===== src/verilog/txCtrlPkg.sv =====
package txCtrlPkg;

	// transducer channels and the width of their timing fields
	localparam int numChannels = 8;
	localparam int timingWidth = 16;

	// control commands, codes as seen on the control bus
	typedef enum logic [7:0]
	{
		hardReset   = 8'h00,
		softReset   = 8'h01,
		loadProgram = 8'h02,
		setTrig     = 8'h04,
		setTrigRest = 8'h05,
		testTrig    = 8'h06,
		setLed      = 8'h08,
		runProgram  = 8'h80
	} txCmd_e;

	typedef struct packed
	{
		logic [7:0] led;
		logic [7:0] trig;
		logic [7:0] trigRest;
	} manualRegs_t;

	// both fields in clock cycles
	typedef struct packed
	{
		logic [timingWidth-1:0] delay;
		logic [timingWidth-1:0] width;
	} chanTiming_t;

	typedef struct packed
	{
		logic running;
		logic done;
		logic fault;
	} txStatus_t;

	typedef struct packed
	{
		logic runMode;
		logic manualMode;
		logic loadMode;
		logic clearFault;
	} modeFlags_t;

endpackage


===== src/verilog/txProgPkg.sv =====
package txProgPkg;

	localparam int progDepth = 64;
	localparam int progAddrWidth = 6;
	localparam int argWidth = 16;
	localparam int holdWidth = 16;

	typedef enum logic [3:0]
	{
		setTrigOp     = 4'd0,
		setLedsOp     = 4'd1,
		triggerRecvOp = 4'd2,
		firePulseOp   = 4'd5,
		programEndOp  = 4'd15
	} txOpcode_e;

	// arg carries the trigger value in the low byte, LEDs in the high byte
	typedef struct packed
	{
		txOpcode_e opcode;
		logic [argWidth-1:0] arg;
		logic [holdWidth-1:0] hold;
	} instrWord_t;

	typedef struct packed
	{
		logic valid;
		logic [progAddrWidth-1:0] addr;
		instrWord_t word;
	} progWrite_t;

endpackage


===== src/verilog/txModeControl.sv =====
module txModeControl
(
	input  logic txCLK,
	input  logic rstN,
	input  txCtrlPkg::txCmd_e txCmd,
	input  txCtrlPkg::manualRegs_t manualRegs,
	output txCtrlPkg::modeFlags_t modeFlags,
	output logic [7:0] trigRest,
	output logic [7:0] manualTrig,
	output logic [7:0] manualLed
);
	import txCtrlPkg::*;

	always_ff @(posedge txCLK)
	begin
		if (!rstN)
		begin
			modeFlags <= '0;
			trigRest <= '0;
			manualTrig <= '0;
			manualLed <= '0;
		end
		else
		begin
			modeFlags.runMode <= (txCmd == runProgram);
			modeFlags.manualMode <= (txCmd == setTrig) || (txCmd == testTrig) || (txCmd == setLed);
			modeFlags.loadMode <= (txCmd == loadProgram);
			modeFlags.clearFault <= (txCmd == hardReset) || (txCmd == softReset)
				|| (txCmd == loadProgram);

			case (txCmd)
				setTrig:
					manualTrig <= manualRegs.trig;
				testTrig:
					manualTrig <= manualRegs.trig ^ trigRest;
				setLed:
					manualLed <= manualRegs.led;
				setTrigRest:
				begin
					// rest level is frozen while a program is running
					if (!modeFlags.runMode)
					begin
						trigRest <= manualRegs.trigRest;
					end
				end
				hardReset:
				begin
					trigRest <= '0;
					manualTrig <= '0;
					manualLed <= '0;
				end
				default:
				begin
					// back to safe values, so a later manual command starts clean
					manualTrig <= trigRest;
					manualLed <= '0;
				end
			endcase
		end
	end

endmodule


===== src/verilog/programMemory.sv =====
module programMemory
(
	input  logic txCLK,
	input  logic loadMode,
	input  txProgPkg::progWrite_t progWrite,
	input  logic [txProgPkg::progAddrWidth-1:0] readAddr,
	output txProgPkg::instrWord_t readWord
);
	import txProgPkg::*;

	instrWord_t mem [progDepth];

	always_ff @(posedge txCLK)
	begin
		// writes only land while the load command is active
		if (loadMode && progWrite.valid)
		begin
			mem[progWrite.addr] <= progWrite.word;
		end
		readWord <= mem[readAddr];
	end

endmodule


===== src/verilog/instructionSequencer.sv =====
module instructionSequencer
(
	input  logic txCLK,
	input  logic rstN,
	input  txCtrlPkg::modeFlags_t modeFlags,
	input  logic [7:0] trigRest,
	input  txProgPkg::instrWord_t readWord,
	input  logic [txCtrlPkg::numChannels-1:0] chanActive,
	input  logic [txCtrlPkg::numChannels-1:0] chanMask,
	input  logic adcAck,
	output logic [txProgPkg::progAddrWidth-1:0] readAddr,
	output logic [txCtrlPkg::numChannels-1:0] fire,
	output logic [7:0] progTrig,
	output logic [7:0] progLed,
	output logic [1:0] progValid,
	output logic adcTrigger,
	output txCtrlPkg::txStatus_t status,
	output logic [txCtrlPkg::numChannels-1:0] transducerErr
);
	import txCtrlPkg::*;
	import txProgPkg::*;

	typedef enum logic [2:0]
	{
		seqIdle,
		seqFetch,
		seqDecode,
		seqExec,
		seqHold,
		seqStop
	} seqState_e;

	seqState_e state;
	instrWord_t instr;
	logic [holdWidth-1:0] holdCount;

	// progValid bit 1 is the trigger value, bit 0 the LEDs
	always_ff @(posedge txCLK)
	begin
		if (!rstN)
		begin
			state <= seqIdle;
			readAddr <= '0;
			holdCount <= '0;
			fire <= '0;
			progValid <= '0;
			adcTrigger <= 1'b0;
			status <= '0;
			transducerErr <= '0;
		end
		else
		begin
			fire <= '0;
			if (adcTrigger && adcAck)
			begin
				adcTrigger <= 1'b0;
			end

			if (modeFlags.clearFault)
			begin
				state <= seqIdle;
				readAddr <= '0;
				progValid <= '0;
				adcTrigger <= 1'b0;
				status <= '0;
				transducerErr <= '0;
			end
			else if (!modeFlags.runMode)
			begin
				state <= seqIdle;
				readAddr <= '0;
				progValid <= '0;
				status.running <= 1'b0;
			end
			else
			begin
				case (state)
					seqIdle:
					begin
						// a latched fault keeps the program from starting
						if (!status.fault)
						begin
							status.running <= 1'b1;
							status.done <= 1'b0;
							state <= seqFetch;
						end
					end
					seqFetch:
						state <= seqDecode;
					seqDecode:
					begin
						instr <= readWord;
						readAddr <= readAddr + 1'b1;
						state <= seqExec;
					end
					seqExec:
					begin
						if (instr.hold == '0)
						begin
							state <= seqFetch;
						end
						else
						begin
							holdCount <= instr.hold;
							state <= seqHold;
						end

						case (instr.opcode)
							setTrigOp:
							begin
								progTrig <= instr.arg[7:0] ^ trigRest;
								progValid[1] <= 1'b1;
							end
							setLedsOp:
							begin
								progLed <= instr.arg[15:8];
								progValid[0] <= 1'b1;
							end
							triggerRecvOp:
								adcTrigger <= 1'b1;
							firePulseOp:
							begin
								if (|chanActive)
								begin
									status.fault <= 1'b1;
									status.running <= 1'b0;
									transducerErr <= chanActive;
									state <= seqStop;
								end
								else
								begin
									fire <= chanMask;
								end
							end
							programEndOp:
							begin
								status.done <= 1'b1;
								status.running <= 1'b0;
								state <= seqStop;
							end
							default:
								;
						endcase
					end
					seqHold:
					begin
						holdCount <= holdCount - 1'b1;
						if (holdCount == 1)
						begin
							state <= seqFetch;
						end
					end
					default:
						// stopped until runMode drops or the fault is cleared
						state <= seqStop;
				endcase
			end
		end
	end

endmodule


===== src/verilog/pulseChannel.sv =====
module pulseChannel
(
	input  logic txCLK,
	input  logic rstN,
	input  logic fire,
	input  logic enable,
	input  txCtrlPkg::chanTiming_t timing,
	input  logic abort,
	output logic pulseOut,
	output logic active
);
	import txCtrlPkg::*;

	logic [timingWidth:0] count;
	logic [timingWidth:0] startCount;
	logic [timingWidth:0] endCount;

	always_ff @(posedge txCLK)
	begin
		if (!rstN || abort)
		begin
			active <= 1'b0;
			count <= '0;
		end
		else if (fire && enable && (timing.width != '0))
		begin
			active <= 1'b1;
			count <= '0;
			startCount <= {1'b0, timing.delay};
			endCount <= {1'b0, timing.delay} + {1'b0, timing.width};
		end
		else if (active)
		begin
			count <= count + 1'b1;
			// drop active right after the last high cycle
			if (count + 1'b1 == endCount)
			begin
				active <= 1'b0;
			end
		end
	end

	assign pulseOut = active && (count >= startCount);

endmodule


===== src/verilog/txOutputStage.sv =====
module txOutputStage
(
	input  logic txCLK,
	input  logic rstN,
	input  txCtrlPkg::modeFlags_t modeFlags,
	input  logic [7:0] trigRest,
	input  logic [7:0] manualTrig,
	input  logic [7:0] manualLed,
	input  logic [7:0] progTrig,
	input  logic [7:0] progLed,
	input  logic [1:0] progValid,
	input  logic [txCtrlPkg::numChannels-1:0] pulseOut,
	input  logic fault,
	output logic [7:0] trigOut,
	output logic [7:0] ledOut,
	output logic [txCtrlPkg::numChannels-1:0] transducerOut
);
	import txCtrlPkg::*;

	always_ff @(posedge txCLK)
	begin
		if (!rstN)
		begin
			trigOut <= '0;
			ledOut <= '0;
			transducerOut <= '0;
		end
		else if (modeFlags.runMode)
		begin
			// until the program writes a value the safe one stays on the pins
			trigOut <= progValid[1] ? progTrig : trigRest;
			ledOut <= progValid[0] ? progLed : 8'h00;
			transducerOut <= fault ? '0 : pulseOut;
		end
		else if (modeFlags.manualMode)
		begin
			trigOut <= manualTrig;
			ledOut <= manualLed;
			transducerOut <= '0;
		end
		else
		begin
			trigOut <= trigRest;
			ledOut <= 8'h00;
			transducerOut <= {numChannels{1'b0}};
		end
	end

endmodule


===== src/verilog/sonicTxTop.sv =====
module sonicTxTop
(
	input  logic txCLK,
	input  logic rstN,
	input  txCtrlPkg::txCmd_e txCmd,
	input  txCtrlPkg::manualRegs_t manualRegs,
	input  txProgPkg::progWrite_t progWrite,
	input  txCtrlPkg::chanTiming_t [txCtrlPkg::numChannels-1:0] chanTiming,
	input  logic [txCtrlPkg::numChannels-1:0] chanMask,
	input  logic adcAck,
	output logic [txCtrlPkg::numChannels-1:0] transducerOut,
	output logic [txCtrlPkg::numChannels-1:0] transducerErr,
	output logic [7:0] trigOut,
	output logic [7:0] ledOut,
	output logic adcTrigger,
	output txCtrlPkg::txStatus_t status
);
	import txCtrlPkg::*;
	import txProgPkg::*;

	modeFlags_t modeFlags;
	logic [7:0] trigRest;
	logic [7:0] manualTrig;
	logic [7:0] manualLed;
	logic [progAddrWidth-1:0] readAddr;
	instrWord_t readWord;
	logic [numChannels-1:0] fire;
	logic [numChannels-1:0] chanActive;
	logic [numChannels-1:0] pulseOut;
	logic [7:0] progTrig;
	logic [7:0] progLed;
	logic [1:0] progValid;

	txModeControl txModeControl_inst
	(
		.txCLK(txCLK),
		.rstN(rstN),
		.txCmd(txCmd),
		.manualRegs(manualRegs),
		.modeFlags(modeFlags),
		.trigRest(trigRest),
		.manualTrig(manualTrig),
		.manualLed(manualLed)
	);

	programMemory programMemory_inst
	(
		.txCLK(txCLK),
		.loadMode(modeFlags.loadMode),
		.progWrite(progWrite),
		.readAddr(readAddr),
		.readWord(readWord)
	);

	instructionSequencer instructionSequencer_inst
	(
		.txCLK(txCLK),
		.rstN(rstN),
		.modeFlags(modeFlags),
		.trigRest(trigRest),
		.readWord(readWord),
		.chanActive(chanActive),
		.chanMask(chanMask),
		.adcAck(adcAck),
		.readAddr(readAddr),
		.fire(fire),
		.progTrig(progTrig),
		.progLed(progLed),
		.progValid(progValid),
		.adcTrigger(adcTrigger),
		.status(status),
		.transducerErr(transducerErr)
	);

	// channels only arm while a program runs, a fault aborts them all
	for (genvar ch = 0; ch < numChannels; ch++)
	begin : genChannel
		pulseChannel pulseChannel_inst
		(
			.txCLK(txCLK),
			.rstN(rstN),
			.fire(fire[ch]),
			.enable(modeFlags.runMode),
			.timing(chanTiming[ch]),
			.abort(status.fault),
			.pulseOut(pulseOut[ch]),
			.active(chanActive[ch])
		);
	end

	txOutputStage txOutputStage_inst
	(
		.txCLK(txCLK),
		.rstN(rstN),
		.modeFlags(modeFlags),
		.trigRest(trigRest),
		.manualTrig(manualTrig),
		.manualLed(manualLed),
		.progTrig(progTrig),
		.progLed(progLed),
		.progValid(progValid),
		.pulseOut(pulseOut),
		.fault(status.fault),
		.trigOut(trigOut),
		.ledOut(ledOut),
		.transducerOut(transducerOut)
	);

endmodule


===== config.mk =====
export PLATFORM = sky130hd
export DESIGN_NAME = sonicTxTop
export DESIGN_NICKNAME = d
export VERILOG_FILES = /design/src/verilog/txCtrlPkg.sv /design/src/verilog/txProgPkg.sv /design/src/verilog/txModeControl.sv /design/src/verilog/programMemory.sv /design/src/verilog/instructionSequencer.sv /design/src/verilog/pulseChannel.sv /design/src/verilog/txOutputStage.sv /design/src/verilog/sonicTxTop.sv
export SDC_FILE = /design/constraint.sdc
export NUM_CORES = 2
export LEC_CHECK = 0
export ABC_AREA = 1
export BUFFER_PORTS_ARGS = -buffer_cell sky130_fd_sc_hd__buf_2
export CORE_MARGIN = 5
export CORE_UTILIZATION = 30
export CTS_CLUSTER_DIAMETER = 100
export DETAILED_ROUTE_END_ITERATION = 10
export PLACE_DENSITY = 0.57
export SYNTH_ARGS = -nofsm -noshare
export SYNTH_HDL_FRONTEND = slang
export SYNTH_SLANG_ARGS = --single-unit

===== constraint.sdc =====
create_clock -name txCLK -period 4.1 [get_ports txCLK]
set_input_delay 0.82 -clock txCLK [delete_from_list [all_inputs] [get_ports txCLK]]
set_output_delay 0.82 -clock txCLK [all_outputs]
set_load 0.02 [all_outputs]

; ---- Yosys cells after proc, flatten, opt, wreduce, memory -nomap -nowiden
; Memory sizes are Yosys's and may differ from the RTL's. A register that Yosys moved wholly into a read port is not among the register bits.
; Index checks and enable logic that the tools add are counted.
; W data, S select, Z words.
[totals]
input_bits = 342
mem_count = 1
out_inout_bits = 36
regBits = 559
ram_bits = 2304
wordCells = 258
[memory_table]
columns = name, depth, word_bits, read_ports, rd_clocked_by_memory_dff, write_ports, line_no
row1 = programMemory_inst.mem, 64, 36, 1, 1, 1, programMemory.sv:11  ; instrWord_t mem [progDepth];
[op_classes]
bitwise_logic = 8
n_addsub = 18
mux = 53
magnitude_cmp = 8
n_reduce_logical = 81
n_eq_ne = 31
[ops]
columns = op, n
row1 = $add A16 B16 Y17, 8
row2 = $add A17 B1 Y17 const B, 8
row3 = $eq A17 B17 Y1, 8
row4 = $ge A17 B16 Y1, 8
row5 = $reduce_bool A16 Y1, 8
row6 = $mux W8, 7
row7 = $mux W1, 32
row8 = $pmux W16 S2, 1
row9 = $pmux W8 S2, 2
row10 = $pmux W8 S4, 1
row11 = $logic_and A1 B1 Y1, 26
row12 = $eq A8 B3 Y1 const B, 3
row13 = $reduce_and A2 Y1, 12
row14 = $reduce_and A4 Y1, 5
row15 = $reduce_or A2 Y1, 10
row16 = $eq A16 B1 Y1 const B, 1
row17 = $logic_not A16 Y1, 1
row18 = $mux W16, 1
row19 = $sub A16 B1 Y16 const B, 1
row20 = $xor A8 B8 Y8, 2
row21 = $pmux W3 S5, 1
row22 = $reduce_or A13 Y1, 1
row23 = $mux W3, 4
row24 = $reduce_and A5 Y1, 2
row25 = other kinds (29), 46

; ---- Logic depth before layout (Yosys ltp)
[logic_depth]
depth_word = 5
ltp_mapped = 15

; ---- Hierarchy
; A second synthesis with hierarchy kept.
[unflattened]
cells_unflattened = 12244
hier_area_um2 = 128907.4
[by_module_without_submodules]
columns = module, n_inst, seq_area_each_um2, cells_each, area_each_um2
row1 = programMemory, 1, 69907.0, 7597, 93001.7
row2 = pulseChannel (genChannel[0].pulseChannel_inst ...), 7, 1351.3, 478, 3643.5
row3 = instructionSequencer, 1, 2502.4, 479, 4245.3
row4 = pulseChannel (genChannel[7].pulseChannel_inst), 1, 1351.3, 465, 3594.7
row5 = txModeControl, 1, 560.5, 200, 1436.4
row6 = txOutputStage, 1, 480.5, 157, 1124.8

; ---- Least setup slack after synthesis
; OpenSTA, ideal clock, no wires.
[synth_path]
path_kind = input -> register
from = input port progWrite[38] (netlist bit)
to = memory programMemory_inst.mem[62][0] (netlist bit), enable pin
stages = 4
path_buffers = 0
required_ns = 3.626
arrival_ns = 3.642
path_slack_ns = -0.016
path_cell_list = inv_1 nor3_1 inv_1 nor3_1
[synth_lines]
columns = item, line_no
row1 = from (decl), sonicTxTop.sv:7  ; input txProgPkg::progWrite_t progWrite,
row2 = to (decl), programMemory.sv:11
; No word-level cell before the write port.

==> flow_summary.ini <==
[status]
status = completed

[timing]
fmax_ghz = 0.296
fin_setup_tns_ns = 0
rsz0062_at_grt = false
relSlewSlack_pct = 16.8
worst_pin_slew_ns = 1.24
skew_ns = 0.0898
period_needed_ns = 3.38
finalSetupViolations = 0
timing.final.crit_share_pct = 82.4
maxSlewViolCount = 0
hold_viol = 0

[clocking]
clock-root-buffer = clkbuf_16
cts.sinks = 2899
htreeDepth = 5
cts_inserted_buffers = 324
clk_path_buf_depth = 4
hold_buffers = 4
cts_tree = built
cts_setup_buffers = 0
clock_latency_ns = 0.97
clk_pin_slew_ns = 0.06
cts_resized = 0

[die]
start_util_pct = 30.1
core.rowCount = 236
fp.coreArea_mm2 = 0.413
chipHeight_um = 654
ios = 378
dieArea_mm2 = 0.427
die_w_um = 654

[final_layout]
nNetsFinal = 11800
fin_area_mm2 = 0.144
layout_commonest_cell = edfxtp_1
drive_above_1_share_pct = 10.8
final_cell_mix = 2,620 x edfxtp_1, 1,527 x nor2_1, 1,364 x o21ai_0
final_cells = 17000
syn_to_final_growth_pct = 16.1
fill_cells = 40400

[drt]
final_antenna_net_count = 0
wl_per_cell_um = 22.7
vias_per_cell = 5.14
dr_total_vias = 87200
drc = 0
drtIter0Drc = 9458
drt_pass1_iterations = 6
wirelength_mm = 385

[global_route]
grt_pass1_wl_mm = 557
antenna_found_initial = 44
grt-ovfl-total = 0
grt_pass1_vias = 81300
grt_max_degree = 138
grt_use_total_pct = 17.3

[setup_path]
start_kind = register
arrival_ns = 4.14
required_ns = 4.86
endpoint_kind = register
critPathMaxFanout = 112
path_class = register to register

[pwr]
powerDensity_mw_per_mm2 = 436
leakage_nw = 49.7
ir_worst_vdd_mv = 0.346

[logic_synthesis]
ys.flop_type = edfxtp_1
synth_seq_area_share_pct = 67.8
synthArstFlopShare_pct = 0
yosysUniqueCellTypes = 51
yosys_register_bits = 2899
syn_nets = 11400
postSynthCellCount = 10800
synth_area_mm2 = 0.124
avgSynthCellArea_um2 = 11.5
yosysWarnings = 0
synth_edf_count = 2620

[job]
drv_cap = 0

[placement]
placement.cell_area_mm2 = 0.134
place_inst = 16400
place_congestion = 0.872
io_buffers = 377
dp_hpwl_mm = 243

[hold_path]
holdCritPathClass = primary input to register
## routing by layer
layer / GRT usage [%] / vias to the layer above / wire length, µm
li1: - / 40200 / -
met1: 24.6 / 43000 / 168000
met2: 27.1 / 3469 / 174000
met3: 2.76 / 541 / 31200
met4: 4.99 / 4 / 11100
met5: 0 / - / 27
## stage by stage
stage          power, mW  utilization (%)  worst slack [ns]  hold WS, ns
2_1_floorplan       33.6                -            0.0121        0.386
3_3_place_gp        34.6             32.4             0.510        0.390
3_5_place_dp        34.6             32.4             0.506        0.390
4_1_cts             63.4             34.9             0.836    0.0000782
5_1_grt             64.8             34.9             0.716       0.0367
6_report            62.9             34.9             0.722        0.103
## worst max-delay path, cell delays in order (launching register included)
cell,delay (ns)
dfxtp_4,0.67
inv_8,0.39
buf_4,0.36
o21ai_0,0.17
o22ai_1,0.09
o211ai_1,0.57
nand3_1,0.35
nand3_1,0.39
nand2_1,0.08
## where the power goes
group | total [mW] | switching, mW | leakage, nW | internal (mW)
clock network | 28.9 | 12.4 | 5.13 | 16.5
logic | 1.78 | 1.27 | 18.8 | 0.506
registers | 32.2 | 0.00161 | 25.8 | 32.2
## flip-flops by register name (all words and copies together) (netlist names), 6 cells and up
| name | cells |
|---|---|
| programMemory_inst.readWord | 36 |
| txModeControl_inst.manualLed | 8 |
| txOutputStage_inst.transducerOut | 8 |
| instructionSequencer_inst.fire | 8 |
| instructionSequencer_inst.readAddr | 6 |
| genChannel.pulseChannel_inst.endCount | 136 |
| instructionSequencer_inst.progTrig | 8 |
| instructionSequencer_inst.progLed | 8 |
| txOutputStage_inst.trigOut | 8 |
| genChannel.pulseChannel_inst.active | 8 |
| programMemory_inst.mem | 2304 |
| genChannel.pulseChannel_inst.startCount | 128 |
| txModeControl_inst.manualTrig | 8 |
| instructionSequencer_inst.transducerErr | 8 |
| instructionSequencer_inst.holdCount | 16 |
| txOutputStage_inst.ledOut | 8 |
| txModeControl_inst.trigRest | 8 |
| genChannel.pulseChannel_inst.count | 136 |
| instructionSequencer_inst.instr | 36 |
## cell usage after synthesis, types with 8 or more instances
library cell / number / area share (%)
a211oi_1: 36 / 0.22
a21boi_0: 12 / 0.072
a21o_1: 12 / 0.072
a21oi_1: 430 / 1.7
a31oi_1: 52 / 0.26
buf_1: 28 / 0.085
buf_2: 73 / 0.29
buf_4: 37 / 0.22
buf_6: 23 / 0.21
clkbuf_1: 376 / 1.1
dfxtp_1: 279 / 4.5
edfxtp_1: 2620 / 63
fa_1: 8 / 0.13
ha_1: 268 / 2.7
inv_1: 558 / 1.7
inv_2: 9 / 0.027
nand2_1: 1244 / 3.8
nand2_2: 8 / 0.040
nand3_1: 537 / 2.2
nand3b_1: 41 / 0.25
nand4_1: 138 / 0.69
nor2_1: 1599 / 4.8
nor2_2: 16 / 0.081
nor3_1: 70 / 0.28
nor4_1: 44 / 0.22
o211ai_1: 70 / 0.42
o21ai_0: 1364 / 5.5
o21ai_1: 30 / 0.12
o21bai_1: 40 / 0.24
o221ai_1: 217 / 1.5
o22ai_1: 329 / 1.7
xnor2_1: 34 / 0.24
xnor3_1: 9 / 0.16
xor2_1: 124 / 0.87
## worst paths after layout
check / from / endpoint / slack (ns) / cells past startpoint
worst min-delay path: chanTiming[85] / genChannel[2].pulseChannel_inst.startCount[5]$_DFFE_PP_ / 0.10 / 1
worst min register to register: programMemory_inst.readWord[5]$_DFF_P_ / instructionSequencer_inst.instr[5]$_DFFE_PP_ / 0.40 / 0
worst max register to register: instructionSequencer_inst.readAddr[0]$_SDFFE_PP0N_ / programMemory_inst.readWord[28]$_DFF_P_ / 0.72 / 8
worst max-delay path: instructionSequencer_inst.readAddr[0]$_SDFFE_PP0N_ / programMemory_inst.readWord[28]$_DFF_P_ / 0.72 / 8
## kinds of logic after synthesis
group / after synthesis / share of synthesized area (%)
xor gates and xnor gates: 170 / 1.33
adders and majority gates: 276 / 2.83
buffers and inverters: 1112 / 3.71
and+or+nand+nor: 3720 / 12.5
AOI/OAI and AO/OA: 2606 / 11.9
DFF: 2899 / 67.8
## area by class of cell
cell class	instances	area [µm²]	share of cell area (%)
Clock buffer	435	8920	6.18
Timing Repair Buffer	645	4410	3.06
Inverter	570	2180	1.51
Multi-Input combinational cell	6772	36000	24.9
Sequential cell	2899	84300	58.4
Tap cell	5474	6850	4.75
Clock inverter	157	1630	1.13
Antenna cell	27	67.6	0.0468
(Power assumes the default switching activity.)
